$ cat config.mk
export PLATFORM = sky130hd
export DESIGN_NAME = apbLoadStoreUnit_flat
export DESIGN_NICKNAME = d
export VERILOG_FILES = /design/src/storeBufferPkg.sv /design/src/memReqIf.sv /design/src/apbLoadStoreUnit.sv /design/src/flat_wrapper.sv
export VERILOG_INCLUDE_DIRS = /design/src
export SDC_FILE = /design/constraint.sdc
export NUM_CORES = 1
export LEC_CHECK = 0
export BUFFER_PORTS_ARGS = -buffer_cell sky130_fd_sc_hd__buf_2
export CORE_AREA = 2 2 71 73
export CTS_CLUSTER_SIZE = 16
export DETAILED_ROUTE_END_ITERATION = 10
export DIE_AREA = 0 0 73 75
export MAX_ROUTING_LAYER = met4
export PLACE_DENSITY = 0.73
export SLEW_MARGIN = 20
export SYNTH_ARGS = -nofsm -noshare
export SYNTH_HDL_FRONTEND = slang
export SYNTH_SLANG_ARGS = --single-unit
$ cat constraint.sdc
create_clock -name clk -period 0.8 [get_ports clk]
set_input_delay 0.04 -clock clk [delete_from_list [all_inputs] [get_ports clk]]
set_output_delay 0.04 -clock clk [all_outputs]
set_load 0.03 [all_outputs]
$ cat src/storeBuffer_macros.svh
`ifndef STOREBUFFER_MACROS_SVH
`define STOREBUFFER_MACROS_SVH

// store buffer depth, also works with 2 or 8
`define SB_ENTRIES 4

// backing memory size in words
`define MEM_WORDS 256

`define DATA_W 32

// cycles from the first memory request to its ack
`define MEM_LATENCY 3

`endif

$ cat src/storeBufferPkg.sv
`include "storeBuffer_macros.svh"

package storeBufferPkg;

    typedef logic [$clog2(`MEM_WORDS)-1:0] wordAddr;  // word index into the backing memory

    typedef logic [`DATA_W/8-1:0] byteMask;

    typedef logic [`DATA_W-1:0] dataWord;

    typedef enum logic {
        reqLoad,
        reqStore
    } reqKind;

    // one store buffer slot
    typedef struct packed {
        logic    valid;
        wordAddr addr;
        dataWord data;
        byteMask mask;  // lanes written since the slot was allocated
    } sbEntry;

endpackage

$ cat src/memReqIf.sv
`timescale 1ns/1ps

// request channel from the APB unit into the store buffer
interface sbReqIf;
    import storeBufferPkg::*;

    logic    valid;
    reqKind  kind;
    wordAddr addr;
    dataWord wdata;
    byteMask strb;
    logic    ready;
    dataWord rdata;
    logic    done;  // one cycle pulse, rdata is valid with it on loads

    modport requester (output valid, kind, addr, wdata, strb, input ready, rdata, done);
    modport server (input valid, kind, addr, wdata, strb, output ready, rdata, done);
endinterface


$ cat src/apbLoadStoreUnit.sv
`timescale 1ns/1ps
`include "storeBuffer_macros.svh"

module apbLoadStoreUnit (
    input  logic                    clk,
    input  logic                    reset,
    input  logic                    PSEL,
    input  logic                    PENABLE,
    input  logic                    PWRITE,
    input  logic [31:0]             PADDR,
    input  logic [`DATA_W-1:0]      PWDATA,
    input  storeBufferPkg::byteMask PSTRB,
    output logic [`DATA_W-1:0]      PRDATA,
    output logic                    PREADY,
    output logic                    PSLVERR,
    sbReqIf.requester               req
);
    import storeBufferPkg::*;

    localparam int ByteShift = $clog2(`DATA_W / 8);
    localparam logic [31:0] WordLimit = `MEM_WORDS;

    logic        setupPhase;
    logic        accessPhase;
    logic        inRange;
    logic        pending;
    logic [31:0] wordIndex;

    assign setupPhase  = PSEL && !PENABLE;
    assign accessPhase = PSEL && PENABLE;

    // byte address to word index, the low lane bits are ignored
    assign wordIndex = PADDR >> ByteShift;
    assign inRange   = wordIndex < WordLimit;

    // pending blocks a second request while the first one is still in the buffer
    assign req.valid = accessPhase && inRange && !pending;
    assign req.kind  = PWRITE ? reqStore : reqLoad;
    assign req.addr  = wordAddr'(wordIndex);
    assign req.wdata = PWDATA;
    assign req.strb  = PSTRB;

    // bad addresses are answered right here and never reach the buffer
    assign PSLVERR = accessPhase && !inRange;
    assign PREADY  = req.done || PSLVERR;
    assign PRDATA  = req.rdata;

    always_ff @(posedge clk) begin
        if (reset) begin
            pending <= 1'b0;
        end else if (req.done) begin
            pending <= 1'b0;
        end else if (req.valid && req.ready) begin
            pending <= 1'b1;  // load accepted, done comes later
        end
    end

    // the access phase must come out of a setup phase of the same transfer
    penableNeedsSetup: assert property (
        @(posedge clk) disable iff (reset)
        $rose(PENABLE) |-> PSEL && $past(setupPhase)
    ) else $error("PENABLE rose without a preceding APB setup phase");

endmodule

$ cat src/flat_wrapper.sv
// flat-port wrapper written by rule: the top's interface ports become plain ports
module apbLoadStoreUnit_flat import storeBufferPkg::*;
  (clk, reset, PSEL, PENABLE, PWRITE, PADDR, PWDATA, PSTRB, PRDATA, PREADY, PSLVERR, req_valid, req_kind, req_addr, req_wdata, req_strb, req_ready, req_rdata, req_done);
  sbReqIf req_i ();
  input  logic clk;
  input  logic reset;
  input  logic PSEL;
  input  logic PENABLE;
  input  logic PWRITE;
  input  logic [31:0] PADDR;
  input  logic [`DATA_W-1:0] PWDATA;
  input  storeBufferPkg::byteMask PSTRB;
  output logic [`DATA_W-1:0] PRDATA;
  output logic PREADY;
  output logic PSLVERR;
  output wire logic [$bits(req_i.valid)-1:0] req_valid;
  output wire logic [$bits(req_i.kind)-1:0] req_kind;
  output wire logic [$bits(req_i.addr)-1:0] req_addr;
  output wire logic [$bits(req_i.wdata)-1:0] req_wdata;
  output wire logic [$bits(req_i.strb)-1:0] req_strb;
  input wire logic [$bits(req_i.ready)-1:0] req_ready;
  input wire logic [$bits(req_i.rdata)-1:0] req_rdata;
  input wire logic [$bits(req_i.done)-1:0] req_done;
  assign req_valid = req_i.valid;
  assign req_kind = req_i.kind;
  assign req_addr = req_i.addr;
  assign req_wdata = req_i.wdata;
  assign req_strb = req_i.strb;
  assign req_i.ready = req_ready;
  assign req_i.rdata = req_rdata;
  assign req_i.done = req_done;
  apbLoadStoreUnit u_core (.clk(clk), .reset(reset), .PSEL(PSEL), .PENABLE(PENABLE), .PWRITE(PWRITE), .PADDR(PADDR), .PWDATA(PWDATA), .PSTRB(PSTRB), .PRDATA(PRDATA), .PREADY(PREADY), .PSLVERR(PSLVERR), .req(req_i));
endmodule
# Word-level counts from Yosys, hierarchy flattened
# Index checks and enable logic that the tools add are counted.
[word_totals] output_inout_bits=80 wordCells=12 in_bits=107 ff_bits=1
[op_classes] n_mux=1 magnitude_cmp=1 n_reduce_logical=9
[ops] operator="30-bit by 9-bit < comparator with 1-bit output, second input constant" n=1
[ops] operator="1-bit logical AND" n=5
[ops] operator="1-bit zero test" n=2
[ops] operator="2-bit OR reduction" n=1
[ops] operator="1-bit logical OR" n=1
[ops] operator="1-bit two-way mux" n=1

# Logic depth before layout (Yosys ltp)
[logic_depth] word_depth=4 ltp_mapped=3 depth_no_buf=3

# Worst setup path before layout
# OpenSTA, ideal clock, no wires.
[synth_path] path_type="input -> output" from="input PADDR[24]" to="output req_valid" required_time_ps=760 path_buffers=0 path_stages=3 arrival_ps=1396 slack_ps=-636 path_cell_list="nor4_1 -> nand2_1 -> nor4_1"
[synth_via] elab_chain_cells=3
[synth_lines] item="start: declaration" line_no="flat_wrapper.sv:10" text="input logic [31:0] PADDR;"
[synth_lines] item="30-bit by 9-bit < comparator with 1-bit output" line_no="apbLoadStoreUnit.sv:34" text="assign inRange = wordIndex < WordLimit;"
[synth_lines] item="1-bit logical AND (2 in a row)" line_no="apbLoadStoreUnit.sv:37" text="assign req.valid = accessPhase && inRange && !pending;"
[synth_lines] item="end: declaration" line_no="flat_wrapper.sv:16" text="output wire logic [$bits(req_i.valid)-1:0] req_valid;"
# No other way between the ends.

# Worst setup path after layout
[layout_path] from="input PADDR[28]" to="output PREADY"
[layout_via] elab_chain_cells=4
[layout_lines] item="30-bit by 9-bit < comparator with 1-bit output" line_no="apbLoadStoreUnit.sv:34"
[layout_lines] item="1-bit zero test" line_no="apbLoadStoreUnit.sv:44" text="assign PSLVERR = accessPhase && !inRange;"
[layout_lines] item="1-bit logical AND" line_no="apbLoadStoreUnit.sv:44"
[layout_lines] item="1-bit logical OR" line_no="apbLoadStoreUnit.sv:45" text="assign PREADY = req.done || PSLVERR;"
[layout_lines] item="end: declaration" line_no="flat_wrapper.sv:14" text="output logic PREADY;"
# No other way between the ends.

==> results.json <==
{
  "grt_max_degree": 4,
  "insertion_delay_ps": 0,
  "yosysWarnings": 0,
  "layout_worst_path_cycle_share_pct": 137,
  "drv_slew": 0,
  "hold_viol": 0,
  "wire_per_inst_um": 16.6,
  "wirelength_um": 1790,
  "largest-register": "u_core.pending",
  "fin_util_pct": 11.4,
  "final_nets": 163,
  "finalCriticalPeriod_ps": 1100,
  "yosysUniqueCellTypes": 13,
  "synthTopCellsByArea": "buf_4, nor4_2, dfxtp_1",
  "pre_cts_ws_ps": -393,
  "vias": 409,
  "postSynthAreaPerCell_sq_um": 7.49,
  "synth_nets": 205,
  "cp.required_ps": 760,
  "io_buffers": 30,
  "antenna_found_initial": 0,
  "skew_ps": 0,
  "yosys.area.top_type": "buf_4",
  "place_hpwl_um": 1470,
  "stdcell_count": 108,
  "leakagePower_uw": 0.000199,
  "chipWidth_um": 73,
  "crit_fanout": 2,
  "crit_chain": "buf_6 > nor4_4 > buf_4 > and4_4 > a31oi_4 > buf_6",
  "hold_path.class": "input pin to output pin",
  "layout-drive-gt1-share_pct": 81.5,
  "status": "complete, but fails checks",
  "violations": "setup timing",
  "ios": 187,
  "max-slew-margin-rel_pct": 83.0,
  "rows": 25,
  "peakVddDrop_v": 0.000218,
  "cap_violations": 0,
  "critPathMaxStageDelay_ps": 290,
  "drc": 0,
  "final_common_cell": "buf_2",
  "ys_seq_area_share_pct": 2.73,
  "fin_ws_ps": -297,
  "dr.pass1.iters": 2,
  "netlist.area_leader.share_pct": 78.7,
  "syn2layout_area_growth_pct": -27.9,
  "cp_common_cell": "buf_6",
  "cp.arrival_ps": 1060,
  "grtUsageTotal_pct": 5.60,
  "dr.first_iter.drc_count": 4,
  "antenna_cells": 0,
  "start_util_pct": 15.8,
  "worst_pin_slew_ps": 252,
  "rsz0062_at_grt": "true",
  "coreArea_sq_um": 4660,
  "avgViaCountPerCell": 3.79,
  "synth_area_sq_um": 734,
  "chipHeight_um": 75,
  "synthCells": 98,
  "fmax_mhz": 912,
  "powerDensity_nw_per_um2": 443,
  "grt_pass1_wl_um": 2220,
  "grt_pass1_vias": 453,
  "hold_buffers": 0,
  "dieArea_sq_um": 5480,
  "critPathKind": "input pin to output pin",
  "reg.largest.list": "u_core.pending: 1 flops",
  "drtAntennaViolNets": 0,
  "place_congestion": 0.645,
  "setup_viol": 4,
  "dp.cells": 107,
  "largest_reg_flops": 1,
  "grt.overflow.total": 0,
  "final_cell_mix": "buf_2, buf_6, nor4_4",
  "start_kind": "input pin",
  "worst_setup_path_end_kind": "output pin",
  "synth_seq_cells": 1,
  "slowest_stage": "nor4_4"
}
==> critical path, delay by kind of cell <==
kind / cells / cell delay (ps)
buffers and inverters: 3 / 410
AOI/OAI and AO/OA: 1 / 90
and+or+nand+nor: 2 / 530
==> power breakdown <==
| group | switching [uW] | internal (uW) | leakage, uW |
|---|---|---|---|
| Combinational | 84.0 | 99.6 | 0.000191 |
| Clock | 0 | 0 | 0 |
| Sequential | 0.00000170 | 50.9 | 0.00000805 |
==> cells in the mapped netlist <==
library cell and n:
and4_1 1, nand4_1 2, o31ai_1 1, a21oi_1 2
nor4_1 2, nand2_1 3, a31oi_1 1, inv_1 1
nor2_1 2, dfxtp_1 1, and2_1 1, buf_4 77
nor4_2 4
==> layer usage <==
metal	vias to the layer above	global-route usage, %	share of wire [%]
met5	-	-	0
met1	155	3.04	19
met2	58	9.51	48
met3	44	2.01	19
li1	152	-	-
met4	0	9.67	15
==> metrics by stage <==
step	cell area, sq um	hold WS [ps]	total power [uW]	setup TNS [ps]
6_report	529	80.0	234	-1030
3_5_place_dp	414	80.2	178	-1340
5_1_grt	529	80.0	246	-1300
2_1_floorplan	759	193	809	-181
4_1_cts	468	80.2	203	-941
3_3_place_gp	414	80.2	176	-1260
==> worst paths after layout <==
check | start | end | slack, ps | cells after the start
max reg2reg | u_core.pending | u_core.pending | 190 | 2
max | PADDR[28] | PREADY | -300 | 6
min reg2reg | u_core.pending | u_core.pending | 520 | 2
min | req_rdata[1] | PRDATA[1] | 80 | 0
==> cells by family (layout without fill, tap and decap cells) <==
| group | Yosys count | after routing | share of synthesized area (%) |
|---|---|---|---|
| DFF | 1 | 1 | 2.73 |
| AOI/OAI and AO/OA | 4 | 4 | 3.24 |
| and+or+nand+nor | 15 | 15 | 14.8 |
| buffers and inverters | 78 | 34 | 79.2 |
==> final cells by class <==
class                      instances  area, sq um
tap                               54         67.6
inverter                           1         3.75
timing repair buffer              33          223
sequential                         1         20.0
fill                             510         4130
multi-input combinational         19          215
==> timing repair <==
| item | CTS | global route |
|---|---|---|
| gates resized for setup | 11 | 11 |
| buffers inserted | 0 | 1 |
| pin swaps | 3 | 4 |
| setup endpoints to repair | 4 | 4 |
No activity file was read; power rests on OpenSTA's default activity.
