`config.mk`:
```
export PLATFORM = sky130hd
export DESIGN_NAME = storeBuffer_flat
export DESIGN_NICKNAME = d
export VERILOG_FILES = /design/src/storeBufferPkg.sv /design/src/memReqIf.sv /design/src/storeBuffer.sv /design/src/flat_wrapper.sv
export VERILOG_INCLUDE_DIRS = /design/src
export SDC_FILE = /design/constraint.sdc
export NUM_CORES = 1
export LEC_CHECK = 0
export ABC_CLOCK_PERIOD_IN_PS = 5200
export BUFFER_PORTS_ARGS = -buffer_cell sky130_fd_sc_hd__buf_2
export CELL_PAD_IN_SITES_DETAIL_PLACEMENT = 0
export CELL_PAD_IN_SITES_GLOBAL_PLACEMENT = 1
export CORE_MARGIN = 2
export CORE_UTILIZATION = 47
export DETAILED_ROUTE_END_ITERATION = 12
export PLACE_DENSITY = 0.85
export SYNTH_ARGS = -nofsm -noshare
export SYNTH_HDL_FRONTEND = slang
export SYNTH_SLANG_ARGS = --single-unit
```
`constraint.sdc`:
```
create_clock -name clk -period 5.2 [get_ports clk]
set_input_delay 0.26 -clock clk [delete_from_list [all_inputs] [get_ports clk]]
set_output_delay 0.26 -clock clk [all_outputs]
set_load 0.01 [all_outputs]
```
`src/storeBuffer_macros.svh`:
```
`ifndef STOREBUFFER_MACROS_SVH
`define STOREBUFFER_MACROS_SVH

// store buffer depth, also works with 2 or 8
`define SB_ENTRIES 4

// backing memory size in words
`define MEM_WORDS 256

`define DATA_W 32

// cycles from the first memory request to its ack
`define MEM_LATENCY 3

`endif

```
`src/storeBufferPkg.sv`:
```
`include "storeBuffer_macros.svh"

package storeBufferPkg;

    typedef logic [$clog2(`MEM_WORDS)-1:0] wordAddr;  // word index into the backing memory

    typedef logic [`DATA_W/8-1:0] byteMask;

    typedef logic [`DATA_W-1:0] dataWord;

    typedef enum logic {
        reqLoad,
        reqStore
    } reqKind;

    // one store buffer slot
    typedef struct packed {
        logic    valid;
        wordAddr addr;
        dataWord data;
        byteMask mask;  // lanes written since the slot was allocated
    } sbEntry;

endpackage

```
`src/memReqIf.sv`:
```
`timescale 1ns/1ps

// request channel from the APB unit into the store buffer
interface sbReqIf;
    import storeBufferPkg::*;

    logic    valid;
    reqKind  kind;
    wordAddr addr;
    dataWord wdata;
    byteMask strb;
    logic    ready;
    dataWord rdata;
    logic    done;  // one cycle pulse, rdata is valid with it on loads

    modport requester (output valid, kind, addr, wdata, strb, input ready, rdata, done);
    modport server (input valid, kind, addr, wdata, strb, output ready, rdata, done);
endinterface

// memory port, req holds with its fields until ack
interface memPortIf;
    import storeBufferPkg::*;

    logic    req;
    logic    write;
    wordAddr addr;
    dataWord wdata;
    byteMask strb;
    logic    ack;
    dataWord rdata;

    modport master (output req, write, addr, wdata, strb, input ack, rdata);
    modport slave (input req, write, addr, wdata, strb, output ack, rdata);
endinterface

```
`src/storeBuffer.sv`:
```
`timescale 1ns/1ps
`include "storeBuffer_macros.svh"

module storeBuffer (
    input  logic     clk,
    input  logic     reset,
    sbReqIf.server   req,
    memPortIf.master mem
);
    import storeBufferPkg::*;

    localparam int Entries = `SB_ENTRIES;
    localparam int IdxW    = $clog2(Entries);
    localparam int Lanes   = `DATA_W / 8;

    typedef enum logic [2:0] {
        stIdle,
        stLoadFwd,   // full-mask hit answered in the next cycle
        stLoadWait,  // matching entries still have to drain
        stLoadMem,
        stLoadDone
    } loadState;

    sbEntry             entries [Entries];  // slot 0 is the oldest
    sbEntry             entriesNext [Entries];
    loadState           state;
    wordAddr            loadAddr;
    dataWord            loadData;
    logic [Entries-1:0] validVec;
    logic [Entries-1:0] hitVec;
    logic [Entries-1:0] loadMatchVec;
    logic [IdxW-1:0]    hitIdx;
    logic [IdxW-1:0]    freeIdx;
    logic               hit;
    logic               full;
    logic               loadMatch;
    logic               storeTake;
    logic               loadTake;
    logic               loadOwnsPort;
    logic               drainAck;
    logic               dupFound;

    always_comb begin
        hitIdx  = '0;
        freeIdx = '0;
        for (int i = Entries - 1; i >= 0; i--) begin
            validVec[i]     = entries[i].valid;
            hitVec[i]       = entries[i].valid && entries[i].addr == req.addr;
            loadMatchVec[i] = entries[i].valid && entries[i].addr == loadAddr;
            if (hitVec[i]) hitIdx = IdxW'(i);
            if (!entries[i].valid) freeIdx = IdxW'(i);  // lowest free slot wins
        end
    end

    assign hit          = |hitVec;
    assign full         = &validVec;
    assign loadMatch    = |loadMatchVec;
    assign loadOwnsPort = state == stLoadMem;
    assign storeTake    = req.valid && req.ready && req.kind == reqStore;
    assign loadTake     = req.valid && req.ready && req.kind == reqLoad;
    assign drainAck     = mem.ack && !loadOwnsPort;

    assign req.ready = req.valid && state == stIdle && !(req.kind == reqStore && full && !hit);
    assign req.done  = storeTake || state == stLoadFwd || state == stLoadDone;
    assign req.rdata = loadData;

    // the oldest slot drains whenever the port is not held by a load
    assign mem.req   = loadOwnsPort || entries[0].valid;
    assign mem.write = !loadOwnsPort;
    assign mem.addr  = loadOwnsPort ? loadAddr : entries[0].addr;
    assign mem.wdata = entries[0].data;
    assign mem.strb  = loadOwnsPort ? '0 : entries[0].mask;

    always_comb begin
        entriesNext = entries;
        if (storeTake && hit) begin
            for (int b = 0; b < Lanes; b++) begin
                if (req.strb[b]) entriesNext[hitIdx].data[8*b +: 8] = req.wdata[8*b +: 8];
            end
            entriesNext[hitIdx].mask = entries[hitIdx].mask | req.strb;
        end else if (storeTake) begin
            entriesNext[freeIdx] = '{valid: 1'b1, addr: req.addr,
                                     data: req.wdata, mask: req.strb};
        end
        // a store merging into the draining slot keeps it for another drain
        if (drainAck && !(storeTake && hit && hitIdx == '0)) begin
            for (int i = 0; i < Entries - 1; i++) begin
                entriesNext[i] = entriesNext[i + 1];
            end
            entriesNext[Entries - 1].valid = 1'b0;
        end
    end

    always_ff @(posedge clk) begin
        if (reset) begin
            state <= stIdle;
            for (int i = 0; i < Entries; i++) begin
                entries[i].valid <= 1'b0;
            end
        end else begin
            entries <= entriesNext;
            case (state)
                stIdle: begin
                    if (loadTake) begin
                        state <= (hit && &entries[hitIdx].mask) ? stLoadFwd : stLoadWait;
                    end
                end
                stLoadFwd: state <= stIdle;
                stLoadWait: begin
                    // the port is free once the current drain is acked or nothing is left
                    if (!loadMatch && (!entries[0].valid || mem.ack)) state <= stLoadMem;
                end
                stLoadMem: begin
                    if (mem.ack) state <= stLoadDone;
                end
                default: state <= stIdle;
            endcase
        end
    end

    always_ff @(posedge clk) begin
        if (loadTake) begin
            loadAddr <= req.addr;
            loadData <= entries[hitIdx].data;  // only used on a full-mask hit
        end else if (loadOwnsPort && mem.ack) begin
            loadData <= mem.rdata;
        end
    end

    always_comb begin
        dupFound = 1'b0;
        for (int i = 0; i < Entries; i++) begin
            for (int j = i + 1; j < Entries; j++) begin
                if (entries[i].valid && entries[j].valid && entries[i].addr == entries[j].addr)
                    dupFound = 1'b1;
            end
        end
    end

    // an accepted store miss has to land in a slot that is really free
    storeMissGetsFreeSlot: assert property (
        @(posedge clk) disable iff (reset)
        storeTake && !hit |-> !entries[freeIdx].valid
    ) else $error("store miss accepted with no free store buffer slot");

    // merging relies on each word living in at most one slot
    noDuplicateEntries: assert property (
        @(posedge clk) disable iff (reset) !dupFound
    ) else $error("two valid store buffer entries share one address");

endmodule

```
`src/flat_wrapper.sv`:
```
// flat-port wrapper written by rule: the top's interface ports become plain ports
module storeBuffer_flat import storeBufferPkg::*;
  (clk, reset, req_valid, req_kind, req_addr, req_wdata, req_strb, req_ready, req_rdata, req_done, mem_req, mem_write, mem_addr, mem_wdata, mem_strb, mem_ack, mem_rdata);
  sbReqIf req_i ();
  memPortIf mem_i ();
  input  logic clk;
  input  logic reset;
  input wire logic [$bits(req_i.valid)-1:0] req_valid;
  input wire logic [$bits(req_i.kind)-1:0] req_kind;
  input wire logic [$bits(req_i.addr)-1:0] req_addr;
  input wire logic [$bits(req_i.wdata)-1:0] req_wdata;
  input wire logic [$bits(req_i.strb)-1:0] req_strb;
  output wire logic [$bits(req_i.ready)-1:0] req_ready;
  output wire logic [$bits(req_i.rdata)-1:0] req_rdata;
  output wire logic [$bits(req_i.done)-1:0] req_done;
  output wire logic [$bits(mem_i.req)-1:0] mem_req;
  output wire logic [$bits(mem_i.write)-1:0] mem_write;
  output wire logic [$bits(mem_i.addr)-1:0] mem_addr;
  output wire logic [$bits(mem_i.wdata)-1:0] mem_wdata;
  output wire logic [$bits(mem_i.strb)-1:0] mem_strb;
  input wire logic [$bits(mem_i.ack)-1:0] mem_ack;
  input wire logic [$bits(mem_i.rdata)-1:0] mem_rdata;
  assign req_i.valid = req_valid;
  assign req_i.kind = req_kind;
  assign req_i.addr = req_addr;
  assign req_i.wdata = req_wdata;
  assign req_i.strb = req_strb;
  assign req_ready = req_i.ready;
  assign req_rdata = req_i.rdata;
  assign req_done = req_i.done;
  assign mem_req = mem_i.req;
  assign mem_write = mem_i.write;
  assign mem_addr = mem_i.addr;
  assign mem_wdata = mem_i.wdata;
  assign mem_strb = mem_i.strb;
  assign mem_i.ack = mem_ack;
  assign mem_i.rdata = mem_rdata;
  storeBuffer u_core (.clk(clk), .reset(reset), .req(req_i), .mem(mem_i));
endmodule
```
* Word-level counts from Yosys, hierarchy flattened
Cells that the tools add are included.
** Storage, ports and cells
- Word-level logic and storage cells :: 137
- Input port bits :: 81
- Output and inout port bits :: 80
- Bits in read-only memories :: 0
- RAM bits :: 0
- Bits in latches :: 0
- Memories kept :: 0
- Register bits after elaboration :: 223
** Operators by class
- Reduce and logical (&&, ||, !) cells :: 45
- Div/mod/pow operators :: 0
- Bitwise logic cells :: 5
- Shift operators :: 0
- Add/subtract/negate cells :: 0
- Order comparisons :: 4
- Multipliers :: 0
- Multiplexer cells :: 49
- Eq/ne operators :: 15
** Operator list (count)
- 180-bit 2-to-1 mux :: 10
- 180-bit bitwise mux :: 6
- 45-bit demux with 2-bit select :: 6
- 136-bit 2-to-1 mux :: 1
- 36-bit 2-to-1 mux :: 3
- 45-bit binary-select mux with 2-bit select :: 1
- 8-bit == test :: 8
- 32-bit 2-to-1 mux :: 2
- 45-bit 2-to-1 mux :: 1
- 28-bit 2-to-1 mux :: 1
- 1-bit logical AND :: 24
- 20-bit 2-to-1 mux :: 1
- 2-bit 2-to-1 mux :: 9
- 12-bit 2-to-1 mux :: 1
- 3-bit 2-to-1 mux :: 3
- 3-bit case mux with 3 select lines :: 1
- 4-bit 2-to-1 mux :: 2
- 8-bit 2-to-1 mux :: 1
- 4-bit AND reduction :: 2
- 4-bit OR reduction :: 2
- 3-bit by 2-bit == test with 1-bit output, second input constant :: 2
- 3-bit >= comparator, second input constant :: 2
- 1-bit zero test :: 6
- 3-bit by 1-bit < comparator with 1-bit output, second input constant :: 2
- other kinds (15) :: 21

* Longest topological paths before layout
Gate-level depths: netlist (run 1).
- Depth after elaboration :: 26
- Depth in mapped cells :: 14

* Least setup slack after synthesis (run 1)
No wires, ideal clock.
- Path type :: input to register
- From :: in reset
- To :: reg u_core.entries[171] (netlist name) (enable)
- Arrival time :: 3.546 ns
- Slack :: 1.320 ns
- Data required time :: 4.866 ns
- Buffers on the path :: 1
- Stages on the path :: 3
- Cell sequence :: clkbuf_1 -> inv_1 -> and2_1
** Between the ends
- Cells in the longest elaborated chain, start to end :: 2
** Ends and longest elaborated chain
- from (decl) :: RTL line flat_wrapper.sv:7 : input logic reset;
- 1-bit inverter (no line)
- 2-bit AND reduction (no line)
- to (signal assigned) :: RTL line storeBuffer.sv:101 : entries <= entriesNext;
- to (decl) :: RTL line storeBuffer.sv:24 : sbEntry entries [Entries];
Every way passes these cells.
A chain may end at the register's enable or synchronous reset.

==> results of run 1 <==
flip-flops by register name, indices dropped and copies added (netlist names):
signal / count
u_core.entries: 148
u_core.mem.wdata: 32
u_core.state: 3
u_core.loadAddr: 8
u_core.req.rdata: 32
metal layers:
layer | vias to the layer above | global-route usage (%)
met4 | 0 | 7.17
li1 | 4630 | -
met1 | 4916 | 34.0
met2 | 470 | 39.7
met5 | - | 0
met3 | 57 | 3.48
layout make-up:
cell class / count / area [um^2]
Fill cell: 2387 / 12500
Sequential cell: 223 / 6630
Multi-Input combinational cell: 801 / 5320
Timing Repair Buffer: 179 / 956
Clock buffer: 29 / 662
Tap cell: 341 / 427
Clock inverter: 19 / 196
Inverter: 47 / 179
Antenna cell: 2 / 5.00
metrics by stage:
step / total power [mW] / std cells / hold WS [ns]
after CTS: 4.69 / 1639 / 0.0445
after global placement: 2.84 / 1591 / 0.518
after floorplan: 2.68 / 1189 / 0.359
after detailed placement: 2.86 / 1591 / 0.542
final: 4.68 / 1641 / 0.0596
after global routing: 4.83 / 1640 / 0.0554
worst paths after layout:
path	endpoint	from	slack, ns	cells past startpoint
setup / recovery	u_core.entries[88]$_DFFE_PN_	u_core.state[1]$_SDFFE_PP0P_	1.19	8
hold / removal	u_core.entries[18]$_DFFE_PN_	req_wdata[14]	0.06	2
setup reg to reg	u_core.entries[88]$_DFFE_PN_	u_core.state[1]$_SDFFE_PP0P_	1.19	8
hold reg to reg	u_core.state[1]$_SDFFE_PP0P_	u_core.state[1]$_SDFFE_PP0P_	0.55	2
critical path, delay by kind of cell, from the launching register on:
family	cells	cell delay (ns)
and+or+nand+nor	6	2.65
AOI/OAI and AO/OA	1	0.15
muxes	1	0.57
DFF	1	0.36
cells in the mapped netlist (all sizes together), types with 4 or more instances:
master / number
a21oi: 114
a22o: 10
a22oi: 39
a31oi: 34
a32o: 7
and2: 18
and3: 6
and3b: 4
buf: 70
clkbuf: 48
dfxtp: 7
edfxtp: 216
inv: 47
mux2: 73
mux2i: 6
nand2: 121
nand3: 46
nand4: 11
nor2: 63
nor3: 17
nor4: 5
o21a: 5
o21ai: 19
o22a: 4
o22ai: 84
o31ai: 7
or2: 5
or3: 4
xnor2: 44
xor2: 21
power by group through the flow:
stage                     Combinational, mW  Sequential, mW  Clock (mW)
final                                 0.588            2.24        1.85
after global routing                  0.645            2.26        1.93
after CTS                             0.585            2.24        1.87
after detailed placement              0.583            2.28           0
after global placement                0.566            2.28           0
after floorplan                       0.431            2.25           0
cells in the final DEF (no fill, tap or decap), types with 4 or more instances in the layout:
cell type / count
a21oi_1: 81
a21oi_2: 32
a22o_1: 10
a22oi_1: 39
a31oi_1: 34
a32o_1: 7
and2_1: 14
and2_4: 4
and3_1: 6
and3b_1: 4
buf_2: 160
buf_4: 18
bufinv_16: 4
clkbuf_16: 26
clkinv_1: 8
clkinv_2: 6
dfxtp_1: 7
edfxtp_1: 216
inv_1: 46
mux2_2: 73
mux2i_1: 6
nand2_1: 121
nand3_1: 42
nand3_2: 4
nand4_1: 11
nor2_1: 61
nor3_1: 16
nor4_1: 4
o21a_1: 5
o21ai_0: 16
o22a_1: 4
o22ai_1: 84
o31ai_1: 7
or2_1: 4
or3_1: 4
xnor2_1: 41
xor2_1: 21
cells by family (layout without fill, tap and decap cells):
| group | after synthesis | count (layout) | synth area share [%] |
|---|---|---|---|
| other cells | 0 | 2 | 0 |
| mux | 79 | 79 | 6.89 |
| buf+inv | 165 | 274 | 7.00 |
| simple gates | 309 | 309 | 11.5 |
| xor+xnor | 65 | 65 | 4.62 |
| compound gates | 348 | 348 | 18.3 |
| flops | 223 | 223 | 51.7 |
==> flow_summary.toml, run 1 <==
[run_status]
status = "completed"

[floorplan]
core-area_um2 = 26900
boundaryPins = 161
chipWidth_um = 169
die_h_um = 169
die_area_um2 = 28600
initial_core_util_pct = 47.6
rows = 60

[setup_path]
crit_type = "flop to flop"
cp-start-kind = "flop"
end_kind = "flop"
crit_path_max_fanout = 23
crit_top_cell = "nor2_1"
worstPathRequired_ns = 5.48
worstPathCellList = "or4b_1, nor3_1, o31ai_1, nor4_4, nand2_1, mux2_2, nor2_1, nor2_1"
cp_slowest_stage_delay_ns = 0.83
crit_arrival_ns = 4.28
crit_path_top_delay_cell = "nor4_4"

[timing]
slew_viol_final = 0
max-slew-margin-rel_pct = 27.0
setup-tns-final_ns = 0
setup_slack_ns = 1.19
rsz0062_at_grt = "no"
final.period_utilization_pct = 77.0
worst_pin_slew_ns = 1.09
min_period_ns = 4.01
skew_ns = 0.0156
max_freq_ghz = 0.250
finalHoldViolCount = 0
finalSetupViolations = 0

[clocking]
cts_setup_buffers = 0
clk_pin_slew_ns = 0.06
holdBufCountCts = 0
cts_made_buffers = 26
cts.htree.levels = 1
clock_sinks = 223
cts_tree = "built"
cts-root-buf = "clkbuf_16"
clock_latency_ns = 0.54
cts_resized = 0
clockBufferDepth = 3

[drt]
wl_per_cell_um = 21.6
drc = 0
drt-initial-drc-count = 1002
via_count = 10073
antenna_left = 0
dr.max_layer_used = "met4"
drt-met1-wl_mm = 15.5
dr_wl_met2_mm = 16.6
first_pass_iters = 5
routed-wl-met3_mm = 2.73
drt-total-wl_mm = 35.5
vias_per_cell = 6.14

[synthesis]
synth_top_flop_cell = "edfxtp_1"
synthArstFlopShare_pct = 0
yosys_warnings = 0
yosys.area.top_type = "edfxtp_1"
ys_seq_elements = 223
synth_edf_count = 216
synth_area_um2 = 12800
synthCells = 1189
yosys-top-cells-area = "edfxtp_1 51%, mux2_2 6.4%, o22ai_1 4.1%"
netlist.area_leader.share_pct = 50.6
ys_seq_area_share_pct = 51.7
syn_avg_cell_area_um2 = 10.8
synth_fp_nets = 1270
ys_types = 65

[placement]
placed_cell_area_um2 = 13500
gp_congestion = 0.919
hpwl_mm = 24.7
io_buffer_count = 160
pre_cts_slack_ns = 1.25

[power_and_ir_drop]
p_per_area_nw_per_um2 = 326
switching_share_pct = 25.4
vdd_drop_max_v = 0.000184
pwr-share-seq_pct = 48.0
switching_power_mw = 1.19
pwr-share-clk_pct = 39.5
power_frac_comb_pct = 12.6
leakage_nw = 5.29
p_int_mw = 3.49

[layout]
final_core_util_pct = 53.5
drive_gt1_share_pct = 26.7
finalNetCount = 1359
area_growth_pct = 12.2
design_area_um2 = 14400

[global_route]
grt_max_degree = 51
grt_use_total_pct = 24.4
grt_pass1_vias = 9910
antenna_found_initial = 2
grt_pass1_wl_mm = 55.2
overflow = 0

[run]
cap_violations = 0

[min_path]
min_path_type = "primary input to flop"
Note: power is estimated with default switching activity, not from simulation.
==> run 2: changes to the inputs <==
ABC_CLOCK_PERIOD_IN_PS = 4200   (was 5200)
clock period = 4.2 ns   (was 5.2 ns; I/O delays follow)
==> run 2 against run 1 <==
Against the previous run:
- die area did not move
- critical path depth did not move
- via count is 0.37% higher
- non-clock buffer count up 12
- wire length decreased by 0.61%
- combinational power up 24%
- final area unchanged
- count of clock-buffer cells in the layout is 5 higher
- sequential cell count unchanged
- global-route usage down 0.14 points
==> flow_summary.toml, run 2 (synthesized netlist as in run 1, its figures left out) <==
[run_status]
status = "completed"

[drt]
vias_per_cell = 6.13
wl_per_cell_um = 21.4
drc = 0
antenna_left = 0
via_count = 10110
drt-initial-drc-count = 1146
first_pass_iters = 6
drt-total-wl_mm = 35.3

[timing]
slew_viol_final = 0
setup_slack_ns = 0.534
setup-tns-final_ns = 0
rsz0062_at_grt = "no"
finalHoldViolCount = 0
hold_slack_ns = 0.0229
skew_ns = 0.00933
worst_pin_slew_ns = 1.02
max_freq_ghz = 0.273
min_period_ns = 3.67
final.period_utilization_pct = 87.3
finalSetupViolations = 0
max-slew-margin-rel_pct = 31.7

[power_and_ir_drop]
p_total_mw = 5.60
vdd_drop_max_v = 0.000225
p_per_area_nw_per_um2 = 390
leakage_nw = 5.30

[min_path]
whs_endpoint = "u_core.req.rdata[10]$_DFFE_PP_"
min_delay_path_depth = 3
hold_path_startpoint = "mem_rdata[10]"
min_path_type = "primary input to flop"

[global_route]
met1_usage_pct = 33.9
grt_pass1_vias = 9906
overflow = 0
grt_use_total_pct = 24.2
gr-usage-met2_pct = 38.8
antenna_found_initial = 2
grt_max_degree = 71
grt_pass1_wl_mm = 55.3
busiest_layer = "met2"
grt_use_met3_pct = 4.00

[placement]
hpwl_mm = 24.9
placed_cell_area_um2 = 13600
io_buffer_count = 160
pre_cts_slack_ns = 0.596
gp_congestion = 0.872
dp_cells = 1603

[setup_path]
crit_path_max_fanout = 13
critPathLaunch = "u_core.state[1]$_SDFFE_PP0P_"
ff2ff_setup_slack_ns = 0.53
worstPathRequired_ns = 4.48
end_kind = "flop"
reg2reg_from = "u_core.state[1]$_SDFFE_PP0P_"
r2r_end = "u_core.entries[120]$_DFFE_PN_"
crit_type = "flop to flop"
crit_arrival_ns = 3.94
r2r_cells = 8
cp-start-kind = "flop"

[floorplan]
die_area_um2 = 28600
die_h_um = 169
boundaryPins = 161
initial_core_util_pct = 47.6
chipWidth_um = 169
core-area_um2 = 26900
rows = 60

[layout]
area_growth_pct = 12.2
layout_common_cells = "216 x edfxtp_1, 160 x buf_2, 121 x nand2_1, 84 x o22ai_1, 81 x a21oi_1"
drive_gt1_share_pct = 27.1
final_core_util_pct = 53.5
final_common_cell = "edfxtp_1"
design_area_um2 = 14400
largest-register = "u_core.entries"
fin_cells = 1650
finalNetCount = 1370
fillCellCount = 2384
largest_reg_flops = 148

[clocking]
clock_latency_ns = 0.53
cts_made_buffers = 25
cts.htree.levels = 1
clock_sinks = 223
clk_pin_slew_ns = 0.06
clockBufferDepth = 3
cts_tree = "built"
cts-root-buf = "clkbuf_16"
cts_setup_buffers = 0
holdBufCountCts = 0
cts_resized = 0

[run]
cap_violations = 0
## run 2: how the worst max path moves through the flow
stage	to	slack [ns]
2_1_floorplan	u_core.entries[171]$_DFFE_PP_	0.37
3_3_place_gp	u_core.entries[117]$_DFFE_PN_	0.67
3_5_place_dp	u_core.entries[120]$_DFFE_PN_	0.60
4_1_cts	u_core.entries[120]$_DFFE_PN_	0.61
5_1_grt	u_core.mem.wdata[16]$_DFFE_PP_	0.32
6_report	u_core.entries[120]$_DFFE_PN_	0.53
## run 2: cell type report
class | instances | area (um^2) | share of cell area [%]
Sequential cell | 223 | 6630 | 46.1
Clock buffer | 34 | 659 | 4.59
Clock inverter | 11 | 96.3 | 0.670
Antenna cell | 2 | 5.00 | 0.0348
Timing Repair Buffer | 191 | 1060 | 7.36
Inverter | 47 | 179 | 1.24
Multi-Input combinational cell | 801 | 5320 | 37.0
Tap cell | 341 | 427 | 2.97
## run 2: report_power, final
group / leakage (nW) / switching (mW) / total [mW] / internal (mW)
Clock: 0.363 / 0.921 / 2.09 / 1.17
Combinational: 2.79 / 0.432 / 0.732 / 0.300
Sequential: 2.14 / 0.128 / 2.78 / 2.65
Total: 5.30 / 1.48 / 5.60 / 4.12
## run 2: per-layer routing
| layer | part of all wire [%] | up-vias |
|---|---|---|
| met4 | 2.8 | 0 |
| li1 | - | 4656 |
| met3 | 8.2 | 65 |
| met1 | 43 | 4905 |
| met5 | 0 | - |
| met2 | 46 | 484 |
## run 2: critical path: stages, from the launching register on
cell and delay (ns):
dfxtp_1 0.36, or4b_1 0.69, nor3_1 0.21, o31ai_1 0.16
nor4_4 0.59, nand2_1 0.56, nand3_2 0.37, and2_1 0.34
a21oi_1 0.12
==> run 3: changes to the inputs <==
CTS_CLUSTER_SIZE = 16   (was default)
PLACE_DENSITY = 0.82   (was 0.85)
==> run 3 against run 2 <==
Against the previous run:
- count of clock-buffer cells in the layout down 1
- maximum frequency up 5.3%
- worst hold slack gained 0.0084 ns
- critical endpoint is now u_core.mem.wdata[22]$_DFFE_PP_
- wire length is 0.95% lower
- largest cell class unchanged
- worst setup slack better by 0.18 ns
- sequential share of layout area is 0.16 points lower
- critical path depth stayed put
- non-clock buffer count is 12 higher
- cell count grew 0.73%
==> flow_summary.toml, run 3 (synthesized netlist as in run 1, its figures left out) <==
[global_route]
grt_pass1_wl_mm = 54.5
overflow = 0
grt_use_total_pct = 23.9
grt_max_degree = 83
antenna_found_initial = 3
grt_pass1_vias = 9857

[timing]
max_freq_ghz = 0.287
setup_slack_ns = 0.717
slew_viol_final = 0
finalSetupViolations = 0
min_period_ns = 3.48
rsz0062_at_grt = "no"
max-slew-margin-rel_pct = 29.4
setup-tns-final_ns = 0
finalHoldViolCount = 0
worst_pin_slew_ns = 1.06
skew_ns = 0.0118
final.period_utilization_pct = 82.9

[floorplan]
chipWidth_um = 169
core-area_um2 = 26900
rows = 60
boundaryPins = 161
initial_core_util_pct = 47.6
die_area_um2 = 28600
die_h_um = 169

[min_path]
hold_path_startpoint = "req_wdata[13]"
min_path_type = "primary input to flop"
min_delay_path_depth = 2

[clocking]
clockBufferDepth = 3
holdBufCountCts = 0
cts_resized = 0
clock_sinks = 223
cts_made_buffers = 25
cts-root-buf = "clkbuf_16"
cts_tree = "built"
clk_pin_slew_ns = 0.06
cts_setup_buffers = 0
clock_latency_ns = 0.52
cts.htree.levels = 1

[setup_path]
crit_path_top_delay_cell = "or4b_1"
crit_path_max_fanout = 22
cp-start-kind = "flop"
end_kind = "flop"
crit_arrival_ns = 3.74
critPathLaunch = "u_core.state[1]$_SDFFE_PP0P_"
r2r_cells = 8
reg2reg_from = "u_core.state[1]$_SDFFE_PP0P_"
crit_buf_inv = 0
worstPathRequired_ns = 4.46
cp.depth = 8
crit_type = "flop to flop"
worstPathCellList = "or4b_1, nor3_1, o31ai_1, nor4_4, a21oi_4, nand2_1, and3b_1, a21oi_1"
path_delay_family = "simple AND/OR/NAND/NOR gates"
cp_slowest_stage_delay_ns = 0.69

[placement]
gp_congestion = 0.858
io_buffer_count = 160
pre_cts_slack_ns = 0.805
hpwl_mm = 24.5
placed_cell_area_um2 = 13700

[layout]
design_area_um2 = 14400
area_growth_pct = 12.6
finalNetCount = 1382
layout_common_cells = "216 x edfxtp_1, 160 x buf_2, 121 x nand2_1, 84 x o22ai_1, 81 x a21oi_1"
largest_reg_flops = 148
fillCellCount = 2421
drive_gt1_share_pct = 27.7
largest-register = "u_core.entries"
final_common_cell = "edfxtp_1"

[drt]
wl_per_cell_um = 21.0
drt-total-wl_mm = 35.0
antenna_left = 0
via_count = 10062
first_pass_iters = 8
drc = 0
vias_per_cell = 6.05
drt-initial-drc-count = 1042

[run]
cap_violations = 0

[run_status]
status = "completed"

[power_and_ir_drop]
vdd_drop_max_v = 0.000269
leakage_nw = 5.35
p_per_area_nw_per_um2 = 385
p_total_mw = 5.55
## run 3: final cells by class
class	instances	area, um^2	area share, %
diodes	1	2.50	0.0173
clock buffers	33	656	4.55
clock inverters	13	88.8	0.616
inverters	47	179	1.24
multi-input cells	801	5320	36.9
flip-flops and latches	223	6630	45.9
well taps	341	427	2.96
repair buffers	203	1120	7.79
## run 3: metal layers
| layer | track usage [%] | share of wire (%) |
|---|---|---|
| met5 | 0 | 0.020 |
| met4 | 6.84 | 2.0 |
| met3 | 3.44 | 7.1 |
| met2 | 38.4 | 46 |
| met1 | 33.9 | 45 |
## run 3: power breakdown
| group | internal (mW) | switching, mW | leakage, nW |
|---|---|---|---|
| combinational | 0.304 | 0.433 | 2.84 |
| clock | 1.16 | 0.879 | 0.361 |
| sequential | 2.65 | 0.126 | 2.14 |
## run 3: final timing paths
kind | end | slack, ns
max | u_core.mem.wdata[22]$_DFFE_PP_ | 0.72
min | u_core.entries[17]$_DFFE_PN_ | 0.03
max reg2reg | u_core.mem.wdata[22]$_DFFE_PP_ | 0.72
min reg2reg | u_core.state[1]$_SDFFE_PP0P_ | 0.56
## run 3: stage by stage
step	instances	hold WS, ns	utilization (%)
2_1_floorplan	1189	0.309	-
3_3_place_gp	1615	0.520	50.9
3_5_place_dp	1615	0.538	50.9
4_1_cts	1661	0.0167	53.7
5_1_grt	1662	0.0258	53.7
6_report	1662	0.0313	53.7
